<file path="src/logic/gpu_pkg.sv">
`default_nettype none

package gpu_pkg;

        // one bus word, also carries addresses and byte lengths
        typedef logic [31:0] word_t;

        localparam int WORD_BYTES = 4;

        // copy buffer between reader and writer
        localparam int FIFO_DEPTH = 8;
        localparam int FIFO_AW    = 3;

        // register map
        typedef enum logic [1:0] {
                REG_SRC  = 2'd0,
                REG_DST  = 2'd1,
                REG_LEN  = 2'd2,
                REG_CTRL = 2'd3
        } reg_addr_t;

        // copy status, read back through REG_CTRL
        typedef enum logic [1:0] {
                ST_IDLE  = 2'd0,
                ST_BUSY  = 2'd1,
                ST_DONE  = 2'd2,
                ST_ERROR = 2'd3
        } memcpy_state_t;

endpackage

`default_nettype wire
</file>
<file path="src/logic/gpu_top.sv">
`default_nettype none

module gpu_top (
        input  wire                     i_wire_clock,
        input  wire                     i_rst,
        // register strobes
        input  wire                     i_reg_write,
        input  wire gpu_pkg::reg_addr_t i_reg_addr,
        input  wire gpu_pkg::word_t     i_reg_wdata,
        output gpu_pkg::word_t          o_reg_rdata,
        // memory read port
        output logic                    o_rd_valid,
        output gpu_pkg::word_t          o_rd_addr,
        input  wire                     i_rd_ready,
        input  wire                     i_rd_data_valid,
        input  wire gpu_pkg::word_t     i_rd_data,
        // memory write port
        output logic                    o_wr_valid,
        output gpu_pkg::word_t          o_wr_addr,
        output gpu_pkg::word_t          o_wr_data,
        input  wire                     i_wr_ready
);
        import gpu_pkg::*;

        word_t         reg_src;
        word_t         reg_dst;
        word_t         reg_len;
        logic          start;
        memcpy_state_t state;
        logic          launch;
        word_t         src_addr;
        word_t         dst_addr;
        word_t         words;
        logic          rd_done;
        logic          wr_done;
        logic          push;
        word_t         push_data;
        logic          fifo_full;
        logic          pop;
        word_t         fifo_data;
        logic          fifo_empty;

        ////////////////////////////////////////////////////////////
        // control
        ////////////////////////////////////////////////////////////

        gpu_regs u_regs (
                .i_wire_clock (i_wire_clock),
                .i_rst        (i_rst),
                .i_reg_write  (i_reg_write),
                .i_reg_addr   (i_reg_addr),
                .i_reg_wdata  (i_reg_wdata),
                .o_reg_rdata  (o_reg_rdata),
                .i_state      (state),
                .o_src        (reg_src),
                .o_dst        (reg_dst),
                .o_len        (reg_len),
                .o_start      (start)
        );

        gpu_memcpy u_memcpy (
                .i_wire_clock (i_wire_clock),
                .i_rst        (i_rst),
                .i_start      (start),
                .i_src        (reg_src),
                .i_dst        (reg_dst),
                .i_len        (reg_len),
                .o_state      (state),
                .o_launch     (launch),
                .o_src_addr   (src_addr),
                .o_dst_addr   (dst_addr),
                .o_words      (words),
                .i_rd_done    (rd_done),
                .i_wr_done    (wr_done)
        );

        ////////////////////////////////////////////////////////////
        // data path
        ////////////////////////////////////////////////////////////

        gpu_dma_reader u_reader (
                .i_wire_clock    (i_wire_clock),
                .i_rst           (i_rst),
                .i_launch        (launch),
                .i_base          (src_addr),
                .i_words         (words),
                .o_done          (rd_done),
                .o_rd_valid      (o_rd_valid),
                .o_rd_addr       (o_rd_addr),
                .i_rd_ready      (i_rd_ready),
                .i_rd_data_valid (i_rd_data_valid),
                .i_rd_data       (i_rd_data),
                .i_fifo_full     (fifo_full),
                .o_push          (push),
                .o_push_data     (push_data)
        );

        // every copy starts with an empty buffer
        gpu_fifo u_fifo (
                .i_wire_clock (i_wire_clock),
                .i_rst        (i_rst || launch),
                .i_push       (push),
                .i_push_data  (push_data),
                .o_full       (fifo_full),
                .i_pop        (pop),
                .o_pop_data   (fifo_data),
                .o_empty      (fifo_empty)
        );

        gpu_dma_writer u_writer (
                .i_wire_clock (i_wire_clock),
                .i_rst        (i_rst),
                .i_launch     (launch),
                .i_base       (dst_addr),
                .i_words      (words),
                .o_done       (wr_done),
                .i_fifo_empty (fifo_empty),
                .i_fifo_data  (fifo_data),
                .o_pop        (pop),
                .o_wr_valid   (o_wr_valid),
                .o_wr_addr    (o_wr_addr),
                .o_wr_data    (o_wr_data),
                .i_wr_ready   (i_wr_ready)
        );

endmodule

`default_nettype wire

</file>
<file path="src/logic/gpu_dma_writer.sv">
`default_nettype none

module gpu_dma_writer (
        input  wire                 i_wire_clock,
        input  wire                 i_rst,
        input  wire                 i_launch,
        input  wire gpu_pkg::word_t i_base,
        input  wire gpu_pkg::word_t i_words,
        output logic                o_done,
        input  wire                 i_fifo_empty,
        input  wire gpu_pkg::word_t i_fifo_data,
        output logic                o_pop,
        output logic                o_wr_valid,
        output gpu_pkg::word_t      o_wr_addr,
        output gpu_pkg::word_t      o_wr_data,
        input  wire                 i_wr_ready
);
        import gpu_pkg::*;

        word_t addr;
        word_t left;

        assign o_wr_addr = addr;
        // fifo head holds still until popped
        assign o_wr_data = i_fifo_data;
        assign o_pop     = o_wr_valid && i_wr_ready;

        always_ff @(posedge i_wire_clock) begin
                if (i_rst) begin
                        left       <= '0;
                        o_wr_valid <= 1'b0;
                        o_done     <= 1'b0;
                end else begin
                        o_done <= 1'b0;
                        if (i_launch) begin
                                left       <= i_words;
                                o_wr_valid <= 1'b0;
                        end else if (o_wr_valid) begin
                                if (i_wr_ready) begin
                                        o_wr_valid <= 1'b0;
                                        left       <= left - word_t'(1);
                                        if (left == word_t'(1))
                                                o_done <= 1'b1;
                                end
                        end else if (left != '0 && !i_fifo_empty) begin
                                o_wr_valid <= 1'b1;
                        end
                end
        end

        always_ff @(posedge i_wire_clock) begin
                if (i_launch)
                        addr <= i_base;
                else if (o_pop)
                        addr <= addr + word_t'(WORD_BYTES);
        end

endmodule

`default_nettype wire

</file>
<file path="src/logic/gpu_fifo.sv">
`default_nettype none

module gpu_fifo (
        input  wire                 i_wire_clock,
        input  wire                 i_rst,
        input  wire                 i_push,
        input  wire gpu_pkg::word_t i_push_data,
        output logic                o_full,
        input  wire                 i_pop,
        output gpu_pkg::word_t      o_pop_data,
        output logic                o_empty
);
        import gpu_pkg::*;

        word_t              mem [FIFO_DEPTH];
        logic [FIFO_AW-1:0] wr_ptr;
        logic [FIFO_AW-1:0] rd_ptr;
        logic [FIFO_AW:0]   count;
        logic               do_push;
        logic               do_pop;

        assign do_push = i_push && !o_full;
        assign do_pop  = i_pop && !o_empty;

        assign o_full     = count == (FIFO_AW+1)'(FIFO_DEPTH);
        assign o_empty    = count == '0;
        // first word fall through, head is always on the output
        assign o_pop_data = mem[rd_ptr];

        always_ff @(posedge i_wire_clock) begin
                if (i_rst) begin
                        wr_ptr <= '0;
                        rd_ptr <= '0;
                        count  <= '0;
                end else begin
                        if (do_push)
                                wr_ptr <= wr_ptr + 1'b1;
                        if (do_pop)
                                rd_ptr <= rd_ptr + 1'b1;
                        case ({do_push, do_pop})
                                2'b10:   count <= count + 1'b1;
                                2'b01:   count <= count - 1'b1;
                                default: count <= count;
                        endcase
                end
        end

        always_ff @(posedge i_wire_clock) begin
                if (do_push)
                        mem[wr_ptr] <= i_push_data;
        end

endmodule

`default_nettype wire

</file>
<file path="src/logic/gpu_dma_reader.sv">
`default_nettype none

module gpu_dma_reader (
        input  wire                 i_wire_clock,
        input  wire                 i_rst,
        input  wire                 i_launch,
        input  wire gpu_pkg::word_t i_base,
        input  wire gpu_pkg::word_t i_words,
        output logic                o_done,
        output logic                o_rd_valid,
        output gpu_pkg::word_t      o_rd_addr,
        input  wire                 i_rd_ready,
        input  wire                 i_rd_data_valid,
        input  wire gpu_pkg::word_t i_rd_data,
        input  wire                 i_fifo_full,
        output logic                o_push,
        output gpu_pkg::word_t      o_push_data
);
        import gpu_pkg::*;

        word_t addr;
        word_t issue_left;
        word_t ret_left;
        logic  outstanding;

        assign o_rd_addr   = addr;
        assign o_push      = i_rd_data_valid && outstanding;
        assign o_push_data = i_rd_data;

        always_ff @(posedge i_wire_clock) begin
                if (i_rst) begin
                        issue_left  <= '0;
                        ret_left    <= '0;
                        outstanding <= 1'b0;
                        o_rd_valid  <= 1'b0;
                        o_done      <= 1'b0;
                end else begin
                        o_done <= 1'b0;
                        if (i_launch) begin
                                issue_left  <= i_words;
                                ret_left    <= i_words;
                                outstanding <= 1'b0;
                                o_rd_valid  <= 1'b0;
                        end else begin
                                // returned word goes straight into the fifo
                                if (o_push) begin
                                        outstanding <= 1'b0;
                                        ret_left    <= ret_left - word_t'(1);
                                        if (ret_left == word_t'(1))
                                                o_done <= 1'b1;
                                end
                                if (o_rd_valid) begin
                                        if (i_rd_ready) begin
                                                o_rd_valid  <= 1'b0;
                                                outstanding <= 1'b1;
                                                issue_left  <= issue_left - word_t'(1);
                                        end
                                end else if (issue_left != '0 && !outstanding && !i_fifo_full) begin
                                        o_rd_valid <= 1'b1;
                                end
                        end
                end
        end

        // source address walks one word per accepted read
        always_ff @(posedge i_wire_clock) begin
                if (i_launch)
                        addr <= i_base;
                else if (o_rd_valid && i_rd_ready)
                        addr <= addr + word_t'(WORD_BYTES);
        end

endmodule

`default_nettype wire

</file>
<file path="src/logic/gpu_memcpy.sv">
`default_nettype none

module gpu_memcpy (
        input  wire                    i_wire_clock,
        input  wire                    i_rst,
        input  wire                    i_start,
        input  wire gpu_pkg::word_t    i_src,
        input  wire gpu_pkg::word_t    i_dst,
        input  wire gpu_pkg::word_t    i_len,
        output gpu_pkg::memcpy_state_t o_state,
        output logic                   o_launch,
        output gpu_pkg::word_t         o_src_addr,
        output gpu_pkg::word_t         o_dst_addr,
        output gpu_pkg::word_t         o_words,
        input  wire                    i_rd_done,
        input  wire                    i_wr_done
);
        import gpu_pkg::*;

        logic start_ok;
        logic len_misaligned;
        logic rd_done_seen;

        // a start during a running copy is dropped
        assign start_ok       = i_start && (o_state != ST_BUSY);
        assign len_misaligned = (i_len % WORD_BYTES) != 0;

        always_ff @(posedge i_wire_clock) begin
                if (i_rst) begin
                        o_state      <= ST_IDLE;
                        o_launch     <= 1'b0;
                        rd_done_seen <= 1'b0;
                end else begin
                        o_launch <= 1'b0;
                        if (start_ok) begin
                                rd_done_seen <= 1'b0;
                                if (i_len == '0) begin
                                        o_state <= ST_DONE;
                                end else if (len_misaligned) begin
                                        o_state <= ST_ERROR;
                                end else begin
                                        o_state  <= ST_BUSY;
                                        o_launch <= 1'b1;
                                end
                        end else if (o_state == ST_BUSY) begin
                                if (i_rd_done)
                                        rd_done_seen <= 1'b1;
                                // writer finishing closes the copy
                                if (i_wr_done && (rd_done_seen || i_rd_done))
                                        o_state <= ST_DONE;
                        end
                end
        end

        // copy parameters frozen at start
        always_ff @(posedge i_wire_clock) begin
                if (start_ok) begin
                        o_src_addr <= i_src;
                        o_dst_addr <= i_dst;
                        o_words    <= i_len / WORD_BYTES;
                end
        end

endmodule

`default_nettype wire

</file>
<file path="src/logic/gpu_regs.sv">
`default_nettype none

module gpu_regs (
        input  wire                         i_wire_clock,
        input  wire                         i_rst,
        input  wire                         i_reg_write,
        input  wire gpu_pkg::reg_addr_t     i_reg_addr,
        input  wire gpu_pkg::word_t         i_reg_wdata,
        output gpu_pkg::word_t              o_reg_rdata,
        input  wire gpu_pkg::memcpy_state_t i_state,
        output gpu_pkg::word_t              o_src,
        output gpu_pkg::word_t              o_dst,
        output gpu_pkg::word_t              o_len,
        output logic                        o_start
);
        import gpu_pkg::*;

        ////////////////////////////////////////////////////////////
        // write decode
        ////////////////////////////////////////////////////////////

        always_ff @(posedge i_wire_clock) begin
                if (i_rst) begin
                        o_src   <= '0;
                        o_dst   <= '0;
                        o_len   <= '0;
                        o_start <= 1'b0;
                end else begin
                        // start is a single cycle strobe
                        o_start <= 1'b0;
                        if (i_reg_write) begin
                                case (i_reg_addr)
                                        REG_SRC:  o_src   <= i_reg_wdata;
                                        REG_DST:  o_dst   <= i_reg_wdata;
                                        REG_LEN:  o_len   <= i_reg_wdata;
                                        REG_CTRL: o_start <= i_reg_wdata[0];
                                endcase
                        end
                end
        end

        ////////////////////////////////////////////////////////////
        // read mux
        ////////////////////////////////////////////////////////////

        always_comb begin
                case (i_reg_addr)
                        REG_SRC: o_reg_rdata = o_src;
                        REG_DST: o_reg_rdata = o_dst;
                        REG_LEN: o_reg_rdata = o_len;
                        // ctrl reads back the copy state
                        default: o_reg_rdata = word_t'(i_state);
                endcase
        end

endmodule

`default_nettype wire

</file>
<file path="config.mk">
export PLATFORM = sky130hd
export DESIGN_NAME = gpu_top
export DESIGN_NICKNAME = d
export VERILOG_FILES = /design/src/logic/gpu_pkg.sv /design/src/logic/gpu_top.sv /design/src/logic/gpu_dma_writer.sv /design/src/logic/gpu_fifo.sv /design/src/logic/gpu_dma_reader.sv /design/src/logic/gpu_memcpy.sv /design/src/logic/gpu_regs.sv
export SDC_FILE = /design/constraint.sdc
export NUM_CORES = 1
export LEC_CHECK = 0
export BUFFER_PORTS_ARGS = -buffer_cell sky130_fd_sc_hd__buf_2
export CORE_ASPECT_RATIO = 1.1
export CORE_MARGIN = 10
export CORE_UTILIZATION = 40
export DETAILED_ROUTE_END_ITERATION = 12
export SYNTH_ARGS = -nofsm -noshare
export SYNTH_HDL_FRONTEND = slang
export SYNTH_SLANG_ARGS = --single-unit
</file>
<file path="constraint.sdc">
create_clock -name i_wire_clock -period 12.62 [get_ports i_wire_clock]
set_input_delay 2.524 -clock i_wire_clock [delete_from_list [all_inputs] [get_ports i_wire_clock]]
set_output_delay 2.524 -clock i_wire_clock [all_outputs]
set_load 0.005 [all_outputs]
</file>
# Yosys cells after proc, flatten, opt, wreduce, memory -nomap -nowiden

Memory sizes are Yosys's and may differ from the RTL's. A register that Yosys moved wholly into a read port is not among the register bits.
Cells that the tools add are included.

Register bits: 370
Memory bits (writable): 256
Input bits: 72
Logic and storage cells: 128
Memories kept: 1

Add/subtract/negate cells: 9
Equal/unequal tests: 10
Muxes and demuxes: 35
Bitwise gates (word level): 6
Reduce and logical (&&, ||, !) cells: 44

Memory list:

| memory     | depth | bits a word | read ports | clocked after memory_dff | wr ports | line           | source |
|---|---|---|---|---|---|---|---|
| u_fifo.mem | 8     | 32          | 1          | 1                        | 1        | gpu_fifo.sv:15 | `word_t mem [FIFO_DEPTH];` |

Operators by type and width:

| operator                | number |
|---|---|
| $mux W32                | 12 |
| $pmux W32 S3            | 1 |
| $reduce_bool A32 Y1     | 3 |
| $sub A32 B1 Y32 const B | 3 |
| $add A32 B3 Y32 const B | 2 |
| $eq A32 B1 Y1 const B   | 2 |
| $logic_not A32 Y1       | 1 |
| $reduce_bool A2 Y1      | 10 |
| $mux W1                 | 14 |
| $reduce_and A2 Y1       | 7 |
| $logic_and A1 B1 Y1     | 10 |
| $mux W2                 | 5 |
| $reduce_or A3 Y1        | 3 |
| $pmux W4 S2             | 1 |
| $add A3 B1 Y3 const B   | 2 |
| $eq A2 B1 Y1 const B    | 3 |
| $eq A2 B2 Y1 const B    | 3 |
| $mux W3                 | 2 |
| $not A1 Y1              | 6 |
| $add A4 B1 Y4 const B   | 1 |
| $eq A4 B4 Y1 const B    | 1 |
| $logic_not A4 Y1        | 1 |
| $reduce_or A2 Y1        | 2 |
| $reduce_or A4 Y1        | 1 |
| other kinds (5)         | 8 |

# Logic depth before layout (Yosys ltp)

Gate-level depths: netlist of run 1.

Depth after elaboration: 5
Depth in mapped cells: 10

# Modules after synthesis

From an unflattened synthesis of run 1, not the netlist that was laid out.

Cells, all modules: 2128
Area, all modules: 28055.7 um2

By module, submodules not included:

| module         | instances | cells each | area an instance (um2) | sequential area each (um2) |
|---|---|---|---|---|
| gpu_fifo       | 1         | 444        | 10516.3                | 7947.6 |
| gpu_dma_reader | 1         | 651        | 5739.3                 | 2302.2 |
| gpu_regs       | 1         | 428        | 4559.4                 | 1941.9 |
| gpu_dma_writer | 1         | 478        | 4152.7                 | 1641.6 |
| gpu_memcpy     | 1         | 126        | 3081.7                 | 2902.8 |
| gpu_top        | 1         | 1          | 6.3                    | 0.0 |

# Worst setup path after synthesis of run 1

No wires, ideal clock.

Path kind: register to register
Start point: register u_memcpy.o_state[0]
End point: register u_memcpy.o_state[1]
Data arrival time: 8.895 ns
Path slack: 3.589 ns
Cell stages (with the launch flop): 5
Path through: dfxtp_1 a21boi_0 o21ai_0 nor3_1 a211oi_1

Cells in the longest elaborated chain, start to end: 4
Elaborated cells on any way between the ends: 7
Those cells by class: eq/ne (2); mux (1); reduce/logical (4)

Ends and longest elaborated chain:

| element                      | line             | source |
|---|---|---|
| from (decl)                  | gpu_memcpy.sv:10 | `output gpu_pkg::memcpy_state_t o_state,` |
| from (signal assigned)       | gpu_memcpy.sv:30 | `o_state <= ST_IDLE;` |
| from (signal assigned)       | gpu_memcpy.sv:38 | `o_state <= ST_DONE;` |
| from (signal assigned)       | gpu_memcpy.sv:40 | `o_state <= ST_ERROR;` |
| $ne A2 B1 Y1 *               | gpu_memcpy.sv:25 | `assign start_ok = i_start && (o_state != ST_BUSY);` |
| $logic_and A1 B1 Y1 *        | gpu_memcpy.sv:25 |  |
| named net u_memcpy.start_ok  | gpu_memcpy.sv:20 | `logic start_ok;` |
| $reduce_bool A2 Y1 (no line) | n/a              |  |
| $reduce_and A2 Y1 (no line)  | n/a              |  |

Mark *: on every way through the listed nets, which the timed path passes. The rest lies on a longest branch.
A chain may end at the register's enable or synchronous reset.

# Final worst setup path of run 1

Start point: input port i_reg_addr[1]
End point: output port o_reg_rdata[24]

Cells in the longest elaborated chain, start to end: 2
Elaborated cells on any way between the ends: 4
Those cells by class: eq/ne (2); mux (1); reduce/logical (1)

Ends and longest elaborated chain:

| element                                    | line           | source |
|---|---|---|
| from (decl)                                | gpu_top.sv:8   | `input wire gpu_pkg::reg_addr_t i_reg_addr,` |
| $eq A2 B2 Y1, or another cell as far along | gpu_regs.sv:47 | `case (i_reg_addr)` |
| $pmux W32 S3 *                             | gpu_regs.sv:47 |  |
| to (decl)                                  | gpu_top.sv:10  | `output gpu_pkg::word_t o_reg_rdata,` |

Mark *: on every way between the ends. The rest lies on a longest branch, timed or not.

==> impl_results.md, run 1 <==
* WS Path Type: in -> out
* Unrepaired setup endpoints after global routing: no
* Syn Area/Cell at 12.7 µm²
* Relative slew slack at 21.3%
* Primary FF master, synth: edfxtp_1
* Post-Syn Nets at 2129
* Seq/Total Area, Yosys at 64.5%
* Residual DRC count at 0
* EDFF count, synth at 414
* CTS H-tree depth at 3
* Clk_lat worst skew at 0.61 ns
* Worst-path clk slew at 0.06 ns
* Critical path's slowest cell: buf_2
* Net Sw Power at 1.23 mW
* Final Hold Vio Count at 0
* CTS resizes at 0
* Cts hold-fix bufs at 0
* Bufs on Longest Clock Path at 3
* Final ANT Viol Nets at 0
* Ports at 202
* PortBufs at 201
* Synth Cell Area at 0.0260 mm²
* Critical-path maximum fanout at 35
* Synth top area cells: edfxtp_1, dfxtp_1, mux4_2, nand2_1, a21oi_1
* Post-CTS Repair Setup Buffers at 0
* Layout cell share with drive strength beyond 1 at 20.2%
* Die ar. at 0.0755 mm²
* PwrDens at 164 mW/mm²
* Drt initial violations at 1476
* Synth warn at 0
* Pre-CTS setup slack at 5.98 ns
* Row count at 97
* Post-synthesis instance total at 2044
* Crit path time final at 6.69 ns
* Wirelength per Cell at 22.1 µm
* P_leak at 10.3 nW
* Async S/R FF share, synth at 0%
* Top sig layer: met4
* Max cap viols at 0
* Comb pwr share at 10.4%
* Core region area at 0.0640 mm²
* Setup tns final at 0 ns
* Vias in the first global route at 17300
* CP Cell Sequence: buf_2 > nor2b_2 > buf_4 > nand2_1 > o21ai_0 > buf_2
* M1 WL at 28.9 mm
* Startpoint types: input pin
* Nets at 2318
* Metal2 WL at 33.5 mm
* GRT Util Overall at 18.0%
* Initial antenna violation count at 5
* Critical Path Max Stage Delay at 0.82 ns
* Clk root buf: clkbuf_16
* Fin crit share at 53.0%
* Status: completed
* Leading area contributor after synthesis: edfxtp_1
* Area growth, synth to finish at 16.4%
* Switching Share at 24.9%
* CP required at 10.10 ns
* Routed wire length at 69.2 mm
* Int Pwr at 3.72 mW
* Fin Hold WS at 0.467 ns
* Worst Path Arrival at 4.16 ns
* CTS Buf Count at 69
* Gpl congestion at 0.928
* HP Class: reg -> reg
* Clock share of power at 41.5%
* Most frequent CP cell: buf_2
* Largest net degree at the start of global routing at 100
* Die H at 287 µm
* Crit. End Element: output pin
* Setup ws final at 5.93 ns
* Maximum VDD drop at 0.0000903 V
* Initial Util at 40.6%
* Vias at 17200
* CTS sink cnt at 629
* Vias/cell at 5.48
* CTS tree: yes
* DR pass1 iterations at 5
* Number of synthesized register bits at 629
* Synth top area share at 47.9%
* Netlist cell types at 54
* Setup Viol. Count Final at 0
* Sequential Power Share at 48.1%
* Least-Margin Pin Slew at 1.17 ns
* GRT overflow at 0
* Final HPWL DP at 46.1 mm
* First-pass GRT wire length at 106 mm
* Count of pins over their slew limit at 0
* Fmax at 150 MHz
* Die W at 263 µm
* Fin Clk Skew at 0.0212 ns
* Met3 Wirelength at 5.04 mm
-- cells in the mapped netlist (all sizes together), types with 35 or more instances --
cell,number
edfxtp,414
nand2,327
dfxtp,215
a21oi,147
o21ai,95
clkbuf,93
xnor2,79
xor2,69
mux4,66
nor2,65
a21boi,64
nor4,49
inv,44
nor3,42
nand4,36
mux2,35
-- layout make-up --
type,instances,area (µm²)
clock inverter,24,334
clock buffer,102,2000
multi-input combinational,1265,8730
tap,841,1050
sequential,629,16700
antenna,5,12.5
fill,5628,33700
timing repair buffer,224,1180
inverter,44,165
-- worst paths after layout --
check                             to  slack [ns]              start  cells after the start
max                  o_reg_rdata[24]        5.93      i_reg_addr[1]                      6
min          u_memcpy.o_src_addr[10]        0.47   u_regs.o_src[10]                      0
max reg2reg    u_writer.o_wr_addr[3]        9.79  u_memcpy.o_launch                      4
min reg2reg  u_memcpy.o_src_addr[10]        0.47   u_regs.o_src[10]                      0
-- logic make-up after synthesis --
family	synth area share, %
mux	8.52
buf+inv	2.21
xor+xnor	4.99
flops	64.5
compound gates	7.16
fa+ha+maj	0.656
simple gates	12.0
-- critical path, delay by kind of cell --
kind / cells / cell delay (ns)
buffers and inverters: 3 / 1.27
and+or+nand+nor: 2 / 0.22
AOI/OAI and AO/OA: 1 / 0.09
-- flip-flops by register name (all words and copies together) (netlist names), 2 cells and up, named ones only --
register,cells
u_reader.o_rd_addr,32
u_reader.ret_left,32
u_memcpy.o_dst_addr,32
u_fifo.mem,256
u_fifo.rd_ptr,3
u_writer.o_wr_addr,32
u_reader.issue_left,32
u_regs.o_len,32
u_regs.o_dst,32
u_fifo.wr_ptr,3
u_memcpy.o_words,30
u_memcpy.o_state,2
u_memcpy.o_src_addr,32
u_regs.o_src,32
u_writer.left,32
u_fifo.count,4
-- per-stage QoR --
| stage | total power [mW] | util [%] | instances | area [µm²] |
|---|---|---|---|---|
| after floorplan | 2.74 | - | 2044 | 26000 |
| after global placement | 2.92 | 43.6 | 3003 | 27900 |
| after detailed placement | 2.93 | 43.6 | 3003 | 27900 |
| after CTS | 4.99 | 47.2 | 3129 | 30200 |
| after global routing | 5.14 | 47.2 | 3131 | 30200 |
| final | 4.95 | 47.3 | 3134 | 30200 |
-- power by group through the flow --
stage	Sequential, mW	Combinational [mW]	Clock, mW
floorplan	2.39	0.349	0
global placement	2.42	0.499	0
detailed placement	2.42	0.512	0
CTS	2.38	0.517	2.10
global route	2.39	0.571	2.18
finish	2.38	0.517	2.06
-- layer usage --
layer	track usage, %	up-vias
li1	-	7902
met1	22.9	8584
met2	29.7	595
met3	4.29	101
met4	6.07	0
met5	0	-
-- cell usage in the layout (no fill, tap or decap), types with 7 or more instances in the layout --
cell         n
clkbuf_8    13
clkbuf_16   70
o21ai_0     93
or3_1       14
a21boi_1     9
mux2_2      35
a21oi_1    147
nor4_1      43
nand2_1    327
dfxtp_1    212
xnor2_1     79
mux4_2      66
buf_4       24
clkbuf_1    19
nor3_1      34
nor2_1      58
xor2_1      69
ha_1        12
mux2i_1     33
and3_1      10
and4_1      10
inv_1       43
nor2_4       7
nand4_1     36
a21boi_0    54
and2_1      13
nor3_2       8
nand3_1     34
buf_2      200
edfxtp_1   414
Power figures use the tool's default switching activity.
==> run 2, diff against run 1 <==
- ABC_AREA: unset -> 1
- clock period: 12.62 -> 5.7 ns (I/O delays scaled with it)
==> run 2 against run 1 <==
Setup slack worse by 4.7 ns. Sequential power increased by 130%. Non-clock buffer count is 3 higher. Clock-buffer cell count decreased by 17. First-iteration DRC count grew 44%. Flip-flop and latch count stayed put. Critical path type is now reg -> out. Largest cell class unchanged. Largest power group unchanged.
==> impl_results.md, run 2 <==
* Status: completed
* Nets at 3306 (+43%)
* Crit path time final at 4.44 ns
* PortBufs at 201 (unchanged)
* Synth top area cells: edfxtp_1, dfxtp_1, nor2_1, nand2_1, o21ai_0
* CTS H-tree depth at 3 (unchanged)
* Die W at 271 µm (+3.2%)
* Final HPWL DP at 55.4 mm (+20%)
* Critical Path Max Stage Delay at 0.58 ns (-0.24 ns)
* P_leak at 12.1 nW (+18%)
* Final ANT Viol Nets at 0 (unchanged)
* CTS Buf Count at 68 (-1.4%)
* Gpl congestion at 0.930 (+0.22%)
* Number of synthesized register bits at 629 (unchanged)
* Async S/R FF share, synth at 0% (unchanged)
* Commonest cells after routing, fill and taps aside: nor2_1, nand2_1, edfxtp_1
* Final Hold Vio Count at 0 (unchanged)
* Startpoint types: flop
* Leading area contributor after synthesis: edfxtp_1
* EDFF count, synth at 414 (unchanged)
* GRT Util Overall at 19.6% (+1.7 points)
* Fillers at 6687 (+19%)
* Count of pins over their slew limit at 0 (unchanged)
* Max FFs per register at 256 (unchanged)
* First-pass GRT wire length at 124 mm (+17%)
* Die ar. at 0.0805 mm² (+6.6%)
* Post-Syn Nets at 3139 (+47%)
* Drt initial violations at 2131 (+44%)
* CP required at 4.56 ns (-5.54 ns)
* HP Class: reg -> reg
* Vias at 22000 (+28%)
* Synth top area share at 44.7% (-3.2 points)
* Most frequent CP cell: buf_4
* Clk_lat worst skew at 0.61 ns (about the same)
* Critical path's slowest cell: buf_4
* Largest reg by FF count: u_fifo.mem
* Ports at 202 (unchanged)
* WS Path Type: reg -> out
* Core region area at 0.0690 mm² (+7.9%)
* Worst-path clk slew at 0.06 ns (about the same)
* Post-synth top cells: nor2_1, nand2_1, edfxtp_1
* DR pass1 iterations at 5 (unchanged)
* Critical-path maximum fanout at 71 (+100%)
* Seq/Total Area, Yosys at 60.2% (-4.3 points)
* Area growth, synth to finish at 15.2%
* Bufs on Longest Clock Path at 3 (unchanged)
* CP Cell Sequence: clkinv_2 > buf_4 > buf_4 > o21ai_0 > o22ai_1 > nor2_1 > a31oi_1 > buf_2
* Fin Hold WS at 0.431 ns (-0.0366 ns)
* CTS resizes at 0 (unchanged)
* CTS sink cnt at 629 (unchanged)
* Fin Clk Skew at 0.0383 ns (+0.0171 ns)
* Fmax at 225 MHz
* Utilization after layout at 46.4% (-0.84 points)
* Routed wire length at 81.1 mm (+17%)
* Synth Cell Area at 0.0278 mm² (+7.1%)
* Syn Area/Cell at 9.10 µm² (-28%)
* Row count at 101 (+4.1%)
* Primary FF master, synth: edfxtp_1
* Cts hold-fix bufs at 0 (unchanged)
* Vias/cell at 5.24 (-4.5%)
* Layout cell share with drive strength beyond 1 at 11.6% (-8.6 points)
* Wirelength per Cell at 19.3 µm (-13%)
* Setup tns final at 0 ns (unchanged)
* Residual DRC count at 0 (unchanged)
* Initial Util at 40.3% (-0.29 points)
* Most frequent cell after synthesis: nor2_1
* Vias in the first global route at 20700 (+19%)
* Post-CTS Repair Setup Buffers at 0 (unchanged)
* Max cap viols at 0 (unchanged)
* Netlist cell types at 41 (-24%)
* CTS tree: yes
* Die H at 296 µm (+3.2%)
* Unrepaired setup endpoints after global routing: no
* Post-synthesis instance total at 3054 (+49%)
* Fin crit share at 77.8%
* Least-Margin Pin Slew at 1.24 ns (+0.0718 ns)
* Synth warn at 0 (unchanged)
* PwrDens at 399 mW/mm² (+140%)
* Largest net degree at the start of global routing at 72 (-28%)
* Crit. End Element: output pin
* Setup Viol. Count Final at 0 (unchanged)
* Maximum VDD drop at 0.000214 V (+140%)
* Clk root buf: clkbuf_16
* Worst Path Arrival at 3.30 ns (-0.86 ns)
* GRT overflow at 0 (unchanged)
* Relative slew slack at 17.0% (-4.3 points)
* Leading cell type in the layout, fill and taps excluded: nor2_1
* Initial antenna violation count at 2 (-3)
==> run 2: cell count changes after synthesis, sizes merged, moves of 61 or more <==
cell    before  now
a21boi      64    2
a31oi        3   64
inv         44  284
mux4        66    0
nand2      327  519
nand3       34  114
nor2        65  576
o21ai       95  347
==> run 2: worst max-delay path, delay by kind of cell, from the launching register on <==
kind	cells	cell delay [ns]
DFF	1	0.55
and+or+nand+nor	1	0.06
AOI/OAI and AO/OA	3	0.65
buffers and inverters	4	1.41
==> run 2: logic make-up (layout without fill, tap and decap cells) <==
group                    after synthesis  count (layout)  synth area share, %
buffers and inverters                415             636                 5.82
AO/OA/AOI/OAI                        654             654                 12.8
XOR/XNOR                              51              51                 1.61
flip-flops                           629             629                 60.2
other                                  0               3                    0
AND/OR/NAND/NOR                     1292            1292                 18.9
adder cells (fa/ha/maj)               13              13                0.612
==> run 2: worst paths after layout <==
| path | from | end | slack [ns] | cells after the start |
|---|---|---|---|---|
| hold / removal | u_regs.o_dst[21] | u_memcpy.o_dst_addr[21] | 0.43 | 0 |
| setup / recovery | flop | o_wr_data[20] | 1.26 | 8 |
| setup reg to reg | u_memcpy.o_launch | u_reader.issue_left[13] | 2.76 | 7 |
| hold reg to reg | u_regs.o_dst[21] | u_memcpy.o_dst_addr[21] | 0.43 | 0 |
==> run 2: cell type report <==
class | count | area, µm² | area share [%]
diodes | 3 | 7.51 | 0.0234
well taps | 927 | 1160 | 3.62
clock inverters | 39 | 450 | 1.41
flip-flops and latches | 629 | 16700 | 52.3
repair buffers | 227 | 1200 | 3.75
inverters | 285 | 1070 | 3.35
multi-input cells | 2010 | 9520 | 29.7
clock buffers | 85 | 1870 | 5.84
==> run 2: where the power goes <==
group          internal [mW]  switching (mW)  total (mW)
sequential              5.14           0.254        5.39
clock                   2.71            1.86        4.58
combinational          0.901            1.91        2.81
==> run 2: through the flow <==
step                cell area, µm²  total power, mW  setup WS, ns  instances
floorplan                    27800             7.42          2.24       3054
global placement             29700             8.21          1.89       4078
detailed placement           29700             8.25          1.79       4078
CTS                          32000             12.8          1.23       4202
global route                 32000             13.4         0.993       4203
finish                       32000             12.8          1.26       4205
==> run 2: metal layers <==
metal	global-route usage (%)	share of wire [%]	up-vias
li1	-	-	10700
met1	26.0	44	10600
met2	32.1	47	618
met3	3.52	6.2	122
met4	6.83	3.0	0
met5	0	0	-
